File: src/logic/xgmii_tx_macros.svh
// widths, xgmii control characters and frame limits shared by the transmitter rtl and testbench
`ifndef XGMII_TX_MACROS_SVH
`define XGMII_TX_MACROS_SVH

// xgmii word geometry
`define XGMII_DATA_W 64
`define XGMII_CTRL_W 8

// control characters
`define XGMII_IDLE  8'h07
`define XGMII_START 8'hfb
`define XGMII_TERM  8'hfd
`define XGMII_ERROR 8'hfe

// preamble and start frame delimiter
`define ETH_PRE 8'h55
`define ETH_SFD 8'hd5

// minimum frame length including the fcs, and minimum gap in bytes
`define ETH_MIN_FRAME_LEN 64
`define ETH_MIN_IFG 12

// normal form of the ethernet crc-32 polynomial
`define CRC_POLY 32'h04c1_1db7

`endif
File: src/logic/xgmii_tx_pkg.sv
// types for the xgmii frame transmitter, imported by the rtl modules and the testbench
`default_nettype none

`include "xgmii_tx_macros.svh"

package xgmii_tx_pkg;

    typedef logic [`XGMII_DATA_W-1:0] xgmii_data_t;
    typedef logic [`XGMII_CTRL_W-1:0] xgmii_ctrl_t;

    // unused bytes in the final beat of a frame
    typedef logic [2:0] lane_empty_t;

    typedef logic [31:0] crc_t;

    // gap length in bytes
    typedef logic [7:0] ifg_count_t;

    typedef enum logic [2:0] {
        state_idle,
        state_payload,
        state_pad,
        state_fcs_1,
        state_fcs_2,
        state_err,
        state_ifg
    } tx_state_t;

endpackage

`default_nettype wire

File: src/logic/tx_frame_fsm.sv
// frame sequencing from stream beats to xgmii words with padding, termination and gap, used by the top
`timescale 1ns/100ps
`default_nettype none

`include "xgmii_tx_macros.svh"

module tx_frame_fsm import xgmii_tx_pkg::*; (
    input  wire logic        clk,
    input  wire logic        reset_crc,
    input  wire xgmii_data_t s_tdata,
    input  wire xgmii_ctrl_t s_tkeep,
    input  wire logic        s_tvalid,
    input  wire logic        s_tlast,
    input  wire logic        s_tuser,
    output logic             s_tready,
    input  wire ifg_count_t  cfg_ifg,
    input  wire logic        cfg_tx_enable,
    input  wire xgmii_data_t fcs_txd_0,
    input  wire xgmii_data_t fcs_txd_1,
    input  wire xgmii_ctrl_t fcs_txc_0,
    input  wire xgmii_ctrl_t fcs_txc_1,
    input  wire ifg_count_t  ifg_offset,
    output xgmii_data_t      hold_data,
    output lane_empty_t      hold_empty,
    output logic             crc_init,
    output logic             crc_update,
    output xgmii_data_t      xgmii_txd,
    output xgmii_ctrl_t      xgmii_txc,
    output logic             error_underflow
);

    // bytes still needed after the first beat, fcs excluded
    localparam logic [7:0] pad_start = 8'(`ETH_MIN_FRAME_LEN - 4 - `XGMII_CTRL_W);

    function automatic lane_empty_t keep_to_empty(input xgmii_ctrl_t keep);
        lane_empty_t empty;
        empty = 3'd7;
        for (int i = 1; i < `XGMII_CTRL_W; i++) begin
            if (keep[i]) begin
                empty = lane_empty_t'(7 - i);
            end
        end
        return empty;
    endfunction

    tx_state_t   state;
    tx_state_t   state_next;
    logic        in_frame;
    logic        in_frame_next;
    logic [7:0]  pad_count;
    logic [7:0]  pad_count_next;
    ifg_count_t  ifg_count;
    ifg_count_t  ifg_count_next;
    ifg_count_t  gap_target;
    logic        tready_next;
    logic        underflow_next;
    logic        beat;
    xgmii_data_t tdata_masked;
    xgmii_data_t hold_data_next;
    lane_empty_t hold_empty_next;
    xgmii_data_t txd_next;
    xgmii_ctrl_t txc_next;

    assign beat = s_tvalid && s_tready;
    assign gap_target = (cfg_ifg > ifg_count_t'(`ETH_MIN_IFG)) ? cfg_ifg
                                                                : ifg_count_t'(`ETH_MIN_IFG);

    // zero the bytes outside tkeep
    always_comb begin
        for (int i = 0; i < `XGMII_CTRL_W; i++) begin
            tdata_masked[i*8 +: 8] = s_tkeep[i] ? s_tdata[i*8 +: 8] : 8'h00;
        end
    end

    always_comb begin
        state_next = state;
        in_frame_next = in_frame;
        pad_count_next = pad_count;
        ifg_count_next = ifg_count;
        tready_next = 1'b0;
        underflow_next = 1'b0;
        hold_data_next = hold_data;
        hold_empty_next = hold_empty;
        txd_next = {`XGMII_CTRL_W{`XGMII_IDLE}};
        txc_next = '1;
        crc_init = 1'b0;
        crc_update = 1'b0;

        if (beat) begin
            in_frame_next = !s_tlast;
        end

        case (state)
            state_idle: begin
                crc_init = 1'b1;
                pad_count_next = pad_start;
                tready_next = cfg_tx_enable;
                hold_data_next = tdata_masked;
                hold_empty_next = keep_to_empty(s_tkeep);
                if (beat) begin
                    txd_next = {`ETH_SFD, {6{`ETH_PRE}}, `XGMII_START};
                    txc_next = 8'h01;
                    tready_next = !s_tlast;
                    if (!s_tlast) begin
                        state_next = state_payload;
                    end else if (s_tuser) begin
                        state_next = state_err;
                    end else begin
                        // single-beat frame, padding always follows
                        hold_empty_next = '0;
                        state_next = state_pad;
                    end
                end
            end
            state_payload: begin
                crc_update = 1'b1;
                tready_next = 1'b1;
                txd_next = hold_data;
                txc_next = '0;
                hold_data_next = tdata_masked;
                hold_empty_next = keep_to_empty(s_tkeep);
                pad_count_next = (pad_count > 8'd8) ? pad_count - 8'd8 : 8'd0;
                if (!s_tvalid || s_tlast) begin
                    // keep ready up to drain a broken frame
                    tready_next = in_frame_next;
                    underflow_next = !s_tvalid;
                    if (!s_tvalid || s_tuser) begin
                        state_next = state_err;
                    end else if (pad_count > 8'd8) begin
                        hold_empty_next = '0;
                        state_next = state_pad;
                    end else begin
                        if (pad_count != 0 && hold_empty_next > lane_empty_t'(8 - pad_count)) begin
                            hold_empty_next = lane_empty_t'(8 - pad_count);
                        end
                        state_next = state_fcs_1;
                    end
                end
            end
            state_pad: begin
                crc_update = 1'b1;
                txd_next = hold_data;
                txc_next = '0;
                hold_data_next = '0;
                hold_empty_next = '0;
                if (pad_count > 8'd8) begin
                    pad_count_next = pad_count - 8'd8;
                end else begin
                    pad_count_next = '0;
                    hold_empty_next = lane_empty_t'(8 - pad_count);
                    state_next = state_fcs_1;
                end
            end
            state_fcs_1: begin
                txd_next = fcs_txd_0;
                txc_next = fcs_txc_0;
                ifg_count_next = gap_target - ifg_offset;
                // four or more data bytes push the terminate into the next word
                state_next = (hold_empty <= 3'd4) ? state_fcs_2 : state_ifg;
            end
            state_fcs_2: begin
                txd_next = fcs_txd_1;
                txc_next = fcs_txc_1;
                state_next = state_ifg;
            end
            state_err: begin
                tready_next = in_frame_next;
                txd_next = {`XGMII_TERM, {7{`XGMII_ERROR}}};
                txc_next = '1;
                ifg_count_next = gap_target;
                state_next = state_ifg;
            end
            state_ifg: begin
                tready_next = in_frame_next;
                ifg_count_next = (ifg_count > 8'd8) ? ifg_count - 8'd8 : 8'd0;
                if (ifg_count_next == 0 && !in_frame_next) begin
                    tready_next = cfg_tx_enable;
                    state_next = state_idle;
                end
            end
            default: begin
                state_next = state_idle;
            end
        endcase
    end

    always_ff @(posedge clk) begin
        if (reset_crc) begin
            state <= state_idle;
            in_frame <= 1'b0;
            ifg_count <= '0;
            s_tready <= 1'b0;
            error_underflow <= 1'b0;
            xgmii_txd <= {`XGMII_CTRL_W{`XGMII_IDLE}};
            xgmii_txc <= '1;
        end else begin
            state <= state_next;
            in_frame <= in_frame_next;
            ifg_count <= ifg_count_next;
            s_tready <= tready_next;
            error_underflow <= underflow_next;
            xgmii_txd <= txd_next;
            xgmii_txc <= txc_next;
        end
    end

    always_ff @(posedge clk) begin
        hold_data <= hold_data_next;
        hold_empty <= hold_empty_next;
        pad_count <= pad_count_next;
    end

    // keep runs from lane 0 and only the last beat may be partial
    keep_contiguous: assert property (@(posedge clk) disable iff (reset_crc)
        beat |-> s_tkeep != '0 && (s_tkeep & (s_tkeep + 1'b1)) == '0
                 && (s_tlast || &s_tkeep))
        else $error("illegal s_tkeep %h", s_tkeep);

endmodule

`default_nettype wire

File: config.mk
export PLATFORM = sky130hd
export DESIGN_NAME = tx_frame_fsm
export DESIGN_NICKNAME = d
export VERILOG_FILES = /design/src/logic/xgmii_tx_pkg.sv /design/src/logic/tx_frame_fsm.sv
export VERILOG_INCLUDE_DIRS = /design/src /design/src/logic
export SDC_FILE = /design/constraint.sdc
export NUM_CORES = 1
export LEC_CHECK = 0
export ABC_AREA = 1
export BUFFER_PORTS_ARGS = -buffer_cell sky130_fd_sc_hd__buf_2
export CAP_MARGIN = 10
export CORE_AREA = 2 2 148 150
export CTS_CLUSTER_SIZE = 28
export DETAILED_ROUTE_END_ITERATION = 7
export DIE_AREA = 0 0 150 152
export PLACE_DENSITY = 0.65
export SLEW_MARGIN = 25
export SYNTH_ARGS = -nofsm -noshare
export SYNTH_HDL_FRONTEND = slang
export SYNTH_SLANG_ARGS = --single-unit
File: constraint.sdc
create_clock -name clk -period 3 [get_ports clk]
set_input_delay 0.6 -clock clk [delete_from_list [all_inputs] [get_ports clk]]
set_output_delay 0.6 -clock clk [all_outputs]
set_load 0.005 [all_outputs]
======== After elaboration in Yosys (flattened, before gate mapping) ========
Cells that the tools add are included.
storage, ports and cells
  register bits after elaboration ......... 161
  input bits .............................. 238
  output and inout bits ................... 143
  word-level logic and storage cells ...... 103
cells by class
  add/subtract/negate cells ............... 4
  magnitude comparators ................... 5
  eq/ne operators ......................... 10
  mux-type cells .......................... 52
  bitwise operators ....................... 2
  reductions and logical operators ........ 20
operator list
  operator               count
  $pmux W64 S5           1
  $pmux W64 S2           1
  $mux W8                12
  $mux W64               1
  $mux W3                21
  $pmux W8 S4            1
  $gt A8 B4 Y1 const B   3
  $pmux W8 S3            1
  $pmux W3 S6            1
  $pmux W8 S2            1
  $sub A8 B4 Y8 const B  2
  $eq A3 B3 Y1 const B   3
  $pmux W3 S3            1
  $logic_not A8 Y1       1
  $mux W1                8
  $ne A2 B2 Y1 const B   4
  $reduce_bool A8 Y1     1
  $sub A8 B8 Y8          1
  $eq A3 B2 Y1 const B   2
  $reduce_bool A3 Y1     2
  $reduce_or A2 Y1       3
  $mux W2                2
  $pmux W1 S4            1
  $reduce_and A4 Y1      1
  other kinds (11)       18

======== Depth between registers and ports, before layout ========
  depth after elaboration ................. 15
  mapped depth ............................ 19
  mapped depth without buffers ............ 19

======== Worst setup path before layout ========
OpenSTA, ideal clock, no wires.
  path type ............................... reg-to-reg
  from .................................... register state[1]
  to ...................................... register hold_data[0], enable pin
  library setup time ...................... 418 ps
  data arrival time ....................... 2171 ps
  required time ........................... 2582 ps
  setup slack ............................. 411 ps
  stages on the path, launching flop included .. 7
  path buffers ............................ 1
  period minus slack after synthesis ...... 2589 ps
  cells stage by stage .................... dfxtp_1 > buf_4 > nor2_4 > nand2_2 > inv_2 > nor2_4 > inv_1
between the ends
  cells in the longest elaborated chain, start to end .. 3
  elaborated cells between the ends (all ways) .. 5
  classes of those cells .................. eq/ne: 2; reduce/logical: 3
RTL lines
  what                                              RTL line             RTL
  start, declared                                   tx_frame_fsm.sv:46   tx_state_t state;
  start signal, assigned                            tx_frame_fsm.sv:189  state <= state_idle;
  start signal, assigned                            tx_frame_fsm.sv:197  state <= state_next;
  $eq A3 B1 Y1 or $logic_not A3 Y1 (tied branches)  tx_frame_fsm.sv:93   case (state)
  $reduce_or A2 Y1 (no source line)                 --
  $reduce_bool A2 Y1 (no source line) (*)           --
  end signal, assigned                              tx_frame_fsm.sv:208  hold_data <= hold_data_next;
  end, declared                                     tx_frame_fsm.sv:23   output xgmii_data_t hold_data,
Every way passes the cells marked *; elsewhere a longest branch is shown, timed or not.
A chain may end at the register's enable or synchronous reset.

======== Worst setup path in the final report ========
  from .................................... input port cfg_ifg[0]
  to ...................................... register ifg_count[6]
between the ends
  cells in the longest elaborated chain, start to end .. 4
RTL lines
  what                  RTL line             RTL
  start, declared       tx_frame_fsm.sv:16   input wire ifg_count_t cfg_ifg,
  $gt A8 B4 Y1          tx_frame_fsm.sv:65   assign gap_target = (cfg_ifg > ifg_count_t'(`ETH_MIN_IFG)) ? cfg_ifg
  $mux W8 (*)           tx_frame_fsm.sv:65
  $sub A8 B8 Y8         tx_frame_fsm.sv:157  ifg_count_next = gap_target - ifg_offset;
  $pmux W8 S3 (*)       tx_frame_fsm.sv:93
  end signal, assigned  tx_frame_fsm.sv:199  ifg_count <= ifg_count_next;
  end, declared         tx_frame_fsm.sv:52   ifg_count_t ifg_count;
Marked as above.

==> impl_metrics.yaml <==
status:
  status: "complete, no violations"
floorplan:
  core_area_mm2: 0.0214
  initial_core_util: 0.349
  die_x_um: 150
  ios: 381
  die_area_mm2: 0.0228
  row_count: 54
  die_h_um: 152
detailed_routing:
  routed_wl_um: 27600
  drt_iter0_markers: 516
  drtAntennaViolNets: 0
  drc: 0
  via_count: 7577
  viasPerCell: 4.76
  dr.pass1.iters: 7
  wl_per_cell_um: 17.3
sta:
  rsz0062_at_grt: "no"
  drv_slew: 0
  worstMarginPinSlew_ns: 0.698
  fin_crit_sh: 0.788
  setup_viol: 0
  setup_ws_ns: 0.635
  finClkSkew_ns: 0.0143
  period_needed_ns: 2.37
  setup_tns_ns: 0
  fmax_mhz: 423
  maxSlewHeadroom: 0.534
  hold_viol: 0
pwr:
  irDropWorstVdd_uv: 402
  p_seq_frac: 0.391
  power.leakage_nw: 5.22
  p_clk_frac: 0.229
  power_density_mw_per_mm2: 915
  p_sw_mw: 3.73
  p_sw_frac: 0.397
  p_int_mw: 5.66
  power_frac_comb: 0.380
synthesis:
  ys.warnings.count: 0
  synth_compound_area_frac: 0.0910
  synth-adder-area-share: 0.0195
  syn-num-nets: 1171
  synth.most_common_cell: "nand2_1"
  synth_top_cell_by_area: "edfxtp_1"
  ys_seq_area_frac: 0.525
  synthSimpleGateAreaFrac: 0.262
  synth_xor_area_frac: 0.00587
  synth-edff-count: 73
  synth_top_family_by_area: "simple AND/OR/NAND/NOR gates"
  synthArstFlopShare: 0
  syn_area_mm2: 0.00745
  synth_top_area_frac: 0.294
  synth.distinct_cells: 45
  synth_ff_type: "dfxtp_1"
  synth-seq-cells: 159
  avgSynthCellArea_um2: 8.09
  synth_cells: 922
  synth_commonest_cells: "nand2_1 (266), inv_1 (137), nor2_1 (89), dfxtp_1 (86), edfxtp_1 (73)"
  synthMuxAreaShare: 0
  yosys-top-cells-area: "edfxtp_1 (29%), dfxtp_1 (23%), nand2_1 (13%)"
clocking:
  htree_levels: 4
  cts_setup_buffers: 0
  clk_path_buf_depth: 2
  cts.sinks: 159
  clk_pin_slew_worst_paths_ns: 0.07
  tritoncts: "yes"
  cts_resized: 0
  cts-root-buf: "clkbuf_16"
  clk_latency_ns: 0.43
  cts_hold_buf: 0
  numCtsBuffers: 17
layout:
  multiInputGateArea_mm2: 0.00282
  drive_above_1_share: 0.349
  syn_to_final_growth_pct: 37.6
  final_core_util: 0.480
  fillers: 2160
  seq_area_mm2: 0.00391
  fin_nets: 1544
global_route:
  grt_max_degree: 54
  grt_pass1_wl_um: 40300
  grt_pass1_vias: 6929
  antenna_found_initial: 7
  grt-ovfl-total: 0
  grt_use_total: 0.236
critical_path:
  cp-start-kind: "input port"
  required_ns: 3.37
  worst_ep_arrival_time_ns: 2.74
  cp_max_fo: 3
  cp-end-kind: "flop"
  worst-setup-path-type: "in -> reg"
placed_design:
  dp_slack_ns: 0.169
  dp_hpwl_um: 20800
  port_buffers: 380
  gp_congestion: 0.893
run:
  maxCapViolations: 0
worst_hold_path:
  hold_path_class: "in -> reg"
[critical path, stage by stage]
cell and delay [ns]:
buf_2 0.10, or2_2 0.28, a31oi_1 0.20, inv_1 0.08, nand2_1 0.08, ha_1 0.14, inv_1 0.05, fa_1 0.37
nand2_1 0.10, nand2_1 0.05, nand2_1 0.07, nand2_1 0.05, nand2_1 0.07, nand2_1 0.05, nand2_1 0.05, nand2_1 0.06
a21oi_1 0.11, o21ai_0 0.11, a21oi_2 0.12
[cell type report]
type / count / share of cell area
clock inverter: 14 / 0.0134
multi-input combinational: 579 / 0.275
clock buffer: 18 / 0.0428
tap: 280 / 0.0342
timing repair buffer: 391 / 0.198
sequential: 159 / 0.382
inverter: 147 / 0.0539
antenna: 4 / 0.000976
[flip-flops by register name (all words and copies together) (netlist names), 3 cells and up]
| register | count |
|---|---|
| xgmii_txc | 8 |
| xgmii_txd | 64 |
| ifg_count | 8 |
| state | 3 |
| pad_count | 6 |
| hold_data | 64 |
| hold_empty | 3 |
[cells in the final DEF, fill, tap and decap left out, types with 4 or more instances in the layout]
master,netlist,layout
a21oi_1,41,41
a22oi_1,9,9
a31oi_1,21,21
buf_12,0,4
buf_2,17,380
buf_4,1,7
clkbuf_16,0,17
dfxtp_1,86,86
diode_2,0,4
edfxtp_1,73,73
ha_1,10,10
inv_1,137,135
inv_2,8,9
inv_8,0,5
nand2_1,266,266
nand2_2,4,4
nand3_1,36,36
nand4_1,40,40
nor2_1,89,89
nor3_1,4,4
o21ai_0,16,16
o21ai_1,4,4
[worst paths after layout]
path	from	endpoint	slack, ns	cells after the start
setup / recovery	cfg_ifg[0]	ifg_count[6]	0.63	19
hold reg to reg	ifg_count[2]	ifg_count[2]	0.47	2
setup reg to reg	state[1]	xgmii_txd[1]	0.76	5
hold / removal	fcs_txd_0[41]	xgmii_txd[41]	0.38	3
[power by group through the flow]
| stage | sequential (mW) | combinational (mW) | clock (mW) |
|---|---|---|---|
| finish | 3.67 | 3.57 | 2.15 |
| global route | 3.75 | 3.95 | 2.27 |
| CTS | 3.67 | 3.61 | 2.19 |
| detailed placement | 3.71 | 3.60 | 0 |
| global placement | 3.71 | 3.56 | 0 |
| floorplan | 3.73 | 1.82 | 0 |
[per-stage QoR]
| stage | cell area, um2 | cells | power, mW | hold WS (ns) |
|---|---|---|---|---|
| 5_1_grt | 10200 | 1589 | 9.96 | 0.365 |
| 2_1_floorplan | 7450 | 922 | 5.54 | 0.444 |
| 6_report | 10300 | 1592 | 9.39 | 0.378 |
| 4_1_cts | 10200 | 1588 | 9.47 | 0.364 |
| 3_3_place_gp | 9670 | 1556 | 7.27 | 0.454 |
| 3_5_place_dp | 9670 | 1556 | 7.31 | 0.461 |
[routing by layer]
metal,part of all wire,GRT usage
met2,0.49,0.400
met4,0.024,0.0881
met1,0.41,0.290
met5,0.0016,0
met3,0.079,0.0559
[cells by family after synthesis]
family / Yosys count
xor+xnor: 5
buf+inv: 184
compound gates: 111
fa+ha+maj: 11
flops: 159
simple gates: 452
Power figures use the tool's default switching activity.
