==> src/logic/xgmii_tx_macros.svh <==
// widths, xgmii control characters and frame limits shared by the transmitter rtl and testbench
`ifndef XGMII_TX_MACROS_SVH
`define XGMII_TX_MACROS_SVH

// xgmii word geometry
`define XGMII_DATA_W 64
`define XGMII_CTRL_W 8

// control characters
`define XGMII_IDLE  8'h07
`define XGMII_START 8'hfb
`define XGMII_TERM  8'hfd
`define XGMII_ERROR 8'hfe

// preamble and start frame delimiter
`define ETH_PRE 8'h55
`define ETH_SFD 8'hd5

// minimum frame length including the fcs, and minimum gap in bytes
`define ETH_MIN_FRAME_LEN 64
`define ETH_MIN_IFG 12

// normal form of the ethernet crc-32 polynomial
`define CRC_POLY 32'h04c1_1db7

`endif
==> src/logic/xgmii_tx_pkg.sv <==
// types for the xgmii frame transmitter, imported by the rtl modules and the testbench
`default_nettype none

`include "xgmii_tx_macros.svh"

package xgmii_tx_pkg;

    typedef logic [`XGMII_DATA_W-1:0] xgmii_data_t;
    typedef logic [`XGMII_CTRL_W-1:0] xgmii_ctrl_t;

    // unused bytes in the final beat of a frame
    typedef logic [2:0] lane_empty_t;

    typedef logic [31:0] crc_t;

    // gap length in bytes
    typedef logic [7:0] ifg_count_t;

    typedef enum logic [2:0] {
        state_idle,
        state_payload,
        state_pad,
        state_fcs_1,
        state_fcs_2,
        state_err,
        state_ifg
    } tx_state_t;

endpackage

`default_nettype wire

==> src/logic/tx_crc32.sv <==
// parallel ethernet crc-32 over the held beat, one result per byte width, used by the top level
`timescale 1ns/100ps
`default_nettype none

`include "xgmii_tx_macros.svh"

module tx_crc32 import xgmii_tx_pkg::*; (
    input  wire logic        clk,
    input  wire logic        crc_init,
    input  wire logic        crc_update,
    input  wire xgmii_data_t hold_data,
    output crc_t [7:0]       crc_next_by_width,
    output crc_t [7:0]       crc_held_by_width
);

    function automatic crc_t reflect32(input crc_t value);
        crc_t result;
        for (int i = 0; i < 32; i++) begin
            result[i] = value[31-i];
        end
        return result;
    endfunction

    // lsb-first shift needs the bit-reversed polynomial
    localparam crc_t poly_refl = reflect32(`CRC_POLY);

    function automatic crc_t crc_byte(input crc_t state, input logic [7:0] data);
        crc_t c;
        c = state;
        for (int i = 0; i < 8; i++) begin
            if (c[0] ^ data[i]) begin
                c = (c >> 1) ^ poly_refl;
            end else begin
                c = c >> 1;
            end
        end
        return c;
    endfunction

    crc_t crc_state;

    // entry n covers bytes 0..n of the held beat
    always_comb begin
        crc_t chain;
        chain = crc_state;
        for (int n = 0; n < 8; n++) begin
            chain = crc_byte(chain, hold_data[n*8 +: 8]);
            crc_next_by_width[n] = chain;
        end
    end

    always_ff @(posedge clk) begin
        if (crc_init) begin
            crc_state <= '1;
        end else if (crc_update) begin
            crc_state <= crc_next_by_width[7];
        end
        // kept for the fcs bytes that spill into the second word
        crc_held_by_width <= crc_next_by_width;
    end

    // fsm must never restart and advance the crc in one cycle
    init_update_excl: assert property (@(posedge clk) !(crc_init && crc_update))
        else $error("crc_init and crc_update both high");

endmodule

`default_nettype wire

==> config.mk <==
export PLATFORM = sky130hd
export DESIGN_NAME = tx_crc32
export DESIGN_NICKNAME = d
export VERILOG_FILES = /design/src/logic/xgmii_tx_pkg.sv /design/src/logic/tx_crc32.sv
export VERILOG_INCLUDE_DIRS = /design/src /design/src/logic
export SDC_FILE = /design/constraint.sdc
export NUM_CORES = 1
export LEC_CHECK = 0
export BUFFER_PORTS_ARGS = -buffer_cell sky130_fd_sc_hd__buf_2
export CAP_MARGIN = 15
export CORE_AREA = 2 2 224 226
export DETAILED_ROUTE_END_ITERATION = 6
export DIE_AREA = 0 0 226 228
export GPL_TIMING_DRIVEN = 0
export RECOVER_POWER = 100
export SYNTH_ARGS = -nofsm -noshare
export SYNTH_HDL_FRONTEND = slang
export SYNTH_SLANG_ARGS = --single-unit
==> constraint.sdc <==
create_clock -name clk -period 6.6 [get_ports clk]
set_input_delay 0 -clock clk [delete_from_list [all_inputs] [get_ports clk]]
set_output_delay 0 -clock clk [all_outputs]
set_load 0.03 [all_outputs]
==> Yosys cells after proc, flatten, opt, wreduce, memory -nomap -nowiden <==
Cells that the tools add are included.
{ "totals": {"elab_cells": 201, "register_bits": 288, "inputBits": 67} }
{ "classes": {"muxes": 64, "bitwise": 128} }
{ "op_table": {"columns": ["cell", "count"], "rows": [
  ["32-bit two-way mux", 64],
  ["13-bit inverter with 14-bit output", 64],
  ["1-bit XOR", 64]
]} }

==> Depth between registers and ports, before layout <==
Gate-level depths: netlist of the first run.
{ "depth": {"depth_word": 128, "mapped_depth": 22} }

==> Worst setup path after synthesis of the first run <==
No wires, ideal clock.
{ "synth_path": {"path_type": "flip-flop to flip-flop", "startpoint": "reg crc_state[0]", "endpoint": "reg crc_state[11]", "synth_period_minus_slack_ns": 8.644, "arrival_ns": 8.582, "path_slack_ns": -2.044, "path_stages_with_launch": 17, "path_cell_list": "dfxtp_1 -> xor3_2 -> xnor2_1 -> xor3_2 -> xnor2_4 -> xor2_1 -> xnor3_1 -> xnor2_1 -> xnor2_1 -> xor3_1 -> xnor3_1 -> xor2_2 -> xor2_1 -> xor2_1 -> xor2_1 -> mux2i_1 -> nand2_1"} }
{ "synth_lines": {"columns": ["item", "line_no", "text"], "rows": [
  ["start: declaration", "tx_crc32.sv:40", "crc_t crc_state;"],
  ["start signal: assignment", "tx_crc32.sv:56", "crc_state <= crc_next_by_width[7];"]
]} }

==> results of run 1 <==
Yosys cell counts, drive strengths merged:
cell and count:
xnor2 392, dfxtp 288, xor2 150, xnor3 122, xor3 30, inv 24
nand2 23, mux2i 21, buf 17, nor2b 9, a211o 7, clkbuf 4
nor3 3, a21oi 2, a211oi 1, nor2 1, o211ai 1
repair_timing:
| item | 4_1_cts | 5_1_grt |
|---|---|---|
| gates resized for setup | 323 | 146 |
| buffers inserted | 284 | 72 |
| endpoints found under the setup margin | 162 | 74 |
| pin swaps | 173 | 71 |
| hold buffers | 3 | 0 |
| hold endpoints to repair | 29 | 0 |
through the flow:
stage,cells,utilization,TNS [ps],cell area (sq um)
2_1_floorplan,1095,-,-9404,16550
3_3_place_gp,2345,0.4110,-115630,20280
3_5_place_dp,2345,0.4110,-116820,20280
4_1_cts,2679,0.5190,-7714,25610
5_1_grt,2742,0.5372,-15820,26510
6_report,2742,0.5372,-8175,26510
per-layer routing:
layer / vias to the layer above / wire [microns]
li1: 5383 / -
met2: 480 / 32110
met5: - / 24
met1: 5961 / 25700
met4: 6 / 2344
met3: 106 / 3451
flip-flops by register name, indices dropped and copies added (netlist names):
signal,count
crc_held_by_width,256
crc_state,32
layout make-up:
type / instances / share of cell area
Multi-Input combinational cell: 762 / 0.4741
Timing Repair Buffer: 926 / 0.2246
Sequential cell: 288 / 0.2188
Clock buffer: 39 / 0.03191
Tap cell: 672 / 0.03172
Buffer: 21 / 0.009534
Clock inverter: 9 / 0.005711
Inverter: 24 / 0.003587
Antenna cell: 1 / 0.00009440
cell families after synthesis:
logic type      Yosys count  synth area share
mux                      21           0.01364
flops                   288            0.3740
xor+xnor                694            0.5812
compound gates           11          0.005601
buf+inv                  45           0.01501
simple gates             36           0.01047
final timing paths:
path / start / to / slack (ps)
worst min-delay path: hold_data[34] / crc_held_by_width[128] / 70
worst min register to register: crc_state[9] / crc_state[9] / 510
worst max register to register: crc_state[3] / crc_state[19] / -180
worst max-delay path: crc_state[3] / crc_next_by_width[243] / -460
worst min-delay path: cells and delay by family:
family	cells	cell delay (ps)
XOR/XNOR	2	290
buffers and inverters	2	270
==> metrics.md, run 1 <==
| Metric | Value |
|---|---|
| Vias in the first global route | `12.37k` |
| Vias per cell | `4.353` |
| Type of the tightest min-delay check | `in -> reg` |
| Most common cell after layout, fill and taps aside | `buf_2` |
| Reg2reg path depth | `20` |
| Clock sinks | `288` |
| GR met2 Demand/Resource | `0.4175` |
| Max Cap Viol | `0` |
| Initial Util | `0.3124` |
| Worst path bufs/invs | `4` |
| Via count | `11.94k` |
| Max-slew violations | `0` |
| Post-route ant nets | `0` |
| Crit path max-delay cell type | `xnor3_4` |
| Die area | `51530 sq um` |
| Post-Syn Area per Cell | `14.08 sq um` |
| Slew margin rel. | `0.3799` |
| Setup CP Type | `reg -> out` |
| Final Skew | `20.58 ps` |
| CP startpoint kind | `register` |
| Sequential area share after synthesis | `0.3740` |
| Top-level I/O count | `579` |
| Fmax | `141.6 MHz` |
| Commonest cells after routing, fill and taps aside | `285 x buf_2, 276 x dfxtp_1, 264 x clkbuf_1` |
| Cell chosen for the clock root | `clkbuf_16` |
| Tcrit/Tclk final | `1.070` |
| Initial DRC Count | `602` |
| Synth area leaders | `dfxtp_1 37%, xnor2_1 20%, xnor3_1 15%, xor2_1 7.2%, xor3_1 4.0%` |
| Tightest Pin Transition | `923.6 ps` |
| CTS tree | `yes` |
| Synth unique cells | `28` |
| Status | `finished with violations` |
| Filler instances | `4217` |
| Hold Fails Final Rpt | `0` |
| Post-Syn Nets | `1162` |
| Residual DRC | `0` |
| CTS max path bufs | `3` |
| Met1 GRT Util | `0.3038` |
| GRT Util Overall | `0.2384` |
| Routed WL | `63630 microns` |
| Die height | `228 microns` |
| Area share of the largest cell type after synthesis | `0.3740` |
| Cell taking the most area after synthesis | `dfxtp_1` |
| Area of the multi-input gates | `12570 sq um` |
| Worst slack, placed | `-1551 ps` |
| Gr ovfl total | `0` |
| Failing checks | `negative setup slack` |
| Detailed Place HPWL | `46830 microns` |
| Initial antenna violation count | `4` |
| Unrepaired setup endpoints after global routing | `yes` |
| Register area | `5801 sq um` |
| Share of post-route cells with drive strength above 1 | `0.5292` |
| Grt peak-use layer | `met2` |
| Global-route wire length before repair | `88340 microns` |
| Syn Inst Count | `1095` |
| Slowest cell delay on critical path | `620 ps` |
| Die width | `226 microns` |
| WP data required | `6600 ps` |
| Cts bufs inserted | `30` |
| CTS HTree Levels | `1` |
| Final hold slack | `67.62 ps` |
| WL/cell | `23.20 microns` |
| Delay-heaviest family, CP | `XOR/XNOR gates` |
| Gpl congestion | `0.8650` |
| Number of synthesis warnings | `0` |
| Post-synthesis instance area | `15410 sq um` |
| Levels on crit path | `19` |
| Pre-antenna DRT Iters | `4` |
| Crit path DAT | `7060 ps` |
| Area grow syn2layout | `71.97%` |
| Crit. End Element | `output pin` |
| Port bufs | `578` |
| Worst-Skew Late Latency | `570 ps` |
| Seq cells post-synth | `288` |
| Hold depth | `4` |
| Final setup vio count | `35` |
| GR Util met3 | `0.03027` |
| Worst-path cell chain | `xnor2_4 -> buf_6 -> xnor3_2 -> xor3_2 -> xnor3_2 -> xnor2_4 -> xnor3_2 -> xor2_4 -> buf_12 -> xor3_2 -> xnor2_4 -> buf_12 -> xnor3_2 -> xnor2_2 -> xnor3_4 -> xor3_2 -> xor2_4 -> xnor2_4 -> buf_6` |
| Crit Path Max Fanout | `4` |
| Final min period | `7064 ps` |
| Final WS setup | `-463.6 ps` |
| Clock Pin Slew Worst Setup and Hold Paths | `60 ps` |
| Final #Nets | `2120` |
| # rows | `82` |
| Largest net degree at the start of global routing | `15` |
| Placeable Area | `49350 sq um` |
Power of run 1 is left out: the tool's default activity adds up to more than one toggle a clock period on the data nets, which glitch-free logic cannot reach.
==> run 2, diff against run 1 <==
Settings changed: PLACE_DENSITY from default to 0.68.
==> run 2 against run 1 <==
The run still ends with negative setup slack left. Worst hold slack got worse by 3.4 ps. Design area rose by 4.1%. Sequential cell count did not move. Global-route usage rose by 0.54 points. Critical path depth rose by 4. Utilization rose by 2.2 points. Sequential share of layout area fell by 0.85 points. Clock skew rose by 3.9 ps. Register-to-register slack got worse by 120 ps. Maximum frequency fell by 0.87%. Largest cell class unchanged. Highest routed layer unchanged.
==> metrics.md, run 2 (same netlist as run 1, synthesis figures left out) <==
| Metric | Value |
|---|---|
| Worst-path cell chain | `xnor2_4 -> buf_4 -> buf_4 -> buf_4 -> xnor2_1 -> xnor2_2 -> buf_4 -> xnor3_2 -> xor2_4 -> xnor3_2 -> xor2_4 -> buf_12 -> xor3_2 -> xnor2_4 -> buf_6 -> xnor3_2 -> buf_12 -> xor3_4 -> buf_6 -> xor3_2 -> xnor2_4 -> xnor2_4 -> buf_6 (was xnor2_4 -> buf_6 -> xnor3_2 -> xor3_2 -> xnor3_2 -> xnor2_4 -> xnor3_2 -> xor2_4 -> buf_12 -> xor3_2 -> xnor2_4 -> buf_12 -> xnor3_2 -> xnor2_2 -> xnor3_4 -> xor3_2 -> xor2_4 -> xnor2_4 -> buf_6)` |
| R2r endpoint | `crc_state[8] (was crc_state[19])` |
| Initial antenna violation count | `3 (was 4)` |
| Post-route ant nets | `0 (unchanged)` |
| Initial DRC Count | `583 (was 602)` |
| Fmax | `140.3 MHz (was 141.6 MHz)` |
| Reg2reg path depth | `28 (was 20)` |
| GRT Util Overall | `0.2438 (was 0.2384)` |
| Delay-heaviest family, CP | `XOR/XNOR gates (unchanged)` |
| Share of post-route cells with drive strength above 1 | `0.5490 (was 0.5292)` |
| Commonest cells after routing, fill and taps aside | `280 x buf_2, 277 x buf_4, 275 x dfxtp_1 (was 285 x buf_2, 276 x dfxtp_1, 264 x clkbuf_1)` |
| Crit Path Max Fanout | `5 (was 4)` |
| Worst Min Path Start | `hold_data[3] (was hold_data[34])` |
| CTS HTree Levels | `1 (unchanged)` |
| Final Non-Filler Cells | `2816 (was 2742)` |
| Final setup vio count | `54 (was 35)` |
| Largest registers | `crc_held_by_width x256, crc_state x32 (unchanged)` |
| Global-route wire length before repair | `90100 microns (was 88340 microns)` |
| R2R Setup Slk | `-300 ps (was -180 ps)` |
| Max-slew violations | `0 (unchanged)` |
| Placeable Area | `49350 sq um (unchanged)` |
| Die height | `228 microns (unchanged)` |
| Failing checks | `negative setup slack (unchanged)` |
| # rows | `82 (unchanged)` |
| Clock Pin Slew Worst Setup and Hold Paths | `60 ps (about the same)` |
| Crit. End Element | `output pin (unchanged)` |
| Worst flop-to-flop path startpoint | `crc_state[7] (was crc_state[3])` |
| Port bufs | `578 (unchanged)` |
| Gpl congestion | `0.8654 (was 0.8650)` |
| Filler instances | `3998 (was 4217)` |
| Detailed Place HPWL | `47450 microns (was 46830 microns)` |
| Status | `finished with violations (unchanged)` |
| Final hold slack | `64.17 ps (was 67.62 ps)` |
| Crit path max-delay cell type | `xnor3_2 (was xnor3_4)` |
| Final #Nets | `2186 (was 2120)` |
| Final Skew | `24.52 ps (was 20.58 ps)` |
| CTS tree | `yes (unchanged)` |
| Slew margin rel. | `0.4111 (was 0.3799)` |
| Type of the tightest min-delay check | `in -> reg (unchanged)` |
| CP startpoint kind | `register (unchanged)` |
| Hold Fails Final Rpt | `0 (unchanged)` |
| WP data required | `6600 ps (about the same)` |
| Cts bufs inserted | `31 (was 30)` |
| Most common cell after layout, fill and taps aside | `buf_2 (unchanged)` |
| Initial Util | `0.3124 (unchanged)` |
| WL/cell | `23.56 microns (was 23.20 microns)` |
| Placed insts | `2345 (unchanged)` |
| Max FFs per register | `256 (unchanged)` |
| Hold Path End | `crc_held_by_width[25] (was crc_held_by_width[128])` |
| Cell chosen for the clock root | `clkbuf_16 (unchanged)` |
| Unrepaired setup endpoints after global routing | `yes (unchanged)` |
| Worst slack, placed | `-1543 ps (was -1551 ps)` |
| Max Cap Viol | `0 (unchanged)` |
| Vias in the first global route | `12.64k (was 12.37k)` |
| Crit path DAT | `7130 ps (was 7060 ps)` |
| Die area | `51530 sq um (unchanged)` |
| Tightest Pin Transition | `877.0 ps (was 923.6 ps)` |
| Area grow syn2layout | `79.02% (was 71.97%)` |
| Gr ovfl total | `0 (unchanged)` |
| Setup CP Type | `reg -> out (unchanged)` |
| Clock sinks | `288 (unchanged)` |
| Tcrit/Tclk final | `1.080 (was 1.070)` |
| Pre-antenna DRT Iters | `4 (unchanged)` |
| Via count | `12.31k (was 11.94k)` |
| Final min period | `7126 ps (was 7064 ps)` |
| Slowest cell delay on critical path | `510 ps (was 620 ps)` |
| Largest net degree at the start of global routing | `17 (was 15)` |
| Final WS setup | `-525.7 ps (was -463.6 ps)` |
| Worst-Skew Late Latency | `600 ps (was 570 ps)` |
| Worst path bufs/invs | `9 (was 4)` |
| Hold depth | `4 (unchanged)` |
| Routed WL | `66340 microns (was 63630 microns)` |
| Residual DRC | `0 (unchanged)` |
| Die width | `226 microns (unchanged)` |
| Top-level I/O count | `579 (unchanged)` |
| Vias per cell | `4.371 (was 4.353)` |
| Biggest register | `crc_held_by_width (unchanged)` |
| CTS max path bufs | `3 (unchanged)` |
==> run 2: changes by cell type in the layout (fill, tap and decap cells not counted), sizes merged <==
| cell | previous run | this run |
|---|---|---|
| dlygate4sd3 | 3 | 5 |
| inv | 25 | 27 |
| clkbuf | 299 | 309 |
| bufinv | 4 | 7 |
| diode | 1 | 2 |
| buf | 684 | 740 |
==> run 2: worst register-to-register path, delay by kind of cell (launching register included) <==
family | cells | cell delay, ps
compound gates | 1 | 240
buf+inv | 13 | 1840
xor+xnor | 14 | 4320
flops | 1 | 380
==> run 2: timing repair <==
| item | CTS | global route |
|---|---|---|
| gates cloned | 0 | 0 |
| setup buffers | 304 | 121 |
| pin swaps | 148 | 108 |
| endpoints found under the hold margin | 35 | 0 |
| setup endpoints to repair | 168 | 81 |
| hold buffers | 5 | 0 |
| gates resized for setup | 353 | 169 |
==> run 2: area by class of cell <==
| class | instances | area, sq um | area share |
|---|---|---|---|
| clock buffer | 42 | 887.1 | 0.03215 |
| multi-input combinational | 762 | 12750 | 0.4620 |
| clock inverter | 14 | 272.8 | 0.009884 |
| timing repair buffer | 991 | 6716 | 0.2434 |
| sequential | 288 | 5804 | 0.2103 |
| inverter | 24 | 92.59 | 0.003355 |
| buffer | 21 | 226.5 | 0.008207 |
| tap | 672 | 840.8 | 0.03047 |
| antenna | 2 | 5.005 | 0.0001814 |
==> run 2: worst max-delay path by stage <==
stage | cells after the start | start | to | slack (ps)
3_3_place_gp | 16 | crc_state[4] | crc_state[22] | -1460
2_1_floorplan | 19 | crc_state[4] | crc_state[21] | -390
5_1_grt | 22 | crc_state[7] | crc_next_by_width[244] | -620
3_5_place_dp | 17 | crc_state[8] | crc_state[23] | -1540
4_1_cts | 21 | crc_state[4] | crc_next_by_width[247] | -490
6_report | 23 | crc_state[7] | crc_next_by_width[246] | -530
==> run 2: per-layer routing <==
layer,vias up,global-route usage,routed length [microns]
li1,5518,-,-
met1,6137,0.2936,25790
met2,521,0.4264,33410
met3,129,0.03825,3717
met4,4,0.1095,3399
met5,-,0,26
==> run 2: per-stage QoR <==
| step | setup TNS, ps | utilization | area, sq um |
|---|---|---|---|
| floorplan | -9404 | - | 16550 |
| global placement | -113050 | 0.4110 | 20280 |
| detailed placement | -118450 | 0.4110 | 20280 |
| CTS | -9575 | 0.5299 | 26150 |
| global route | -20190 | 0.5591 | 27590 |
| finish | -13520 | 0.5592 | 27600 |
Power of run 2 is left out for the same reason.
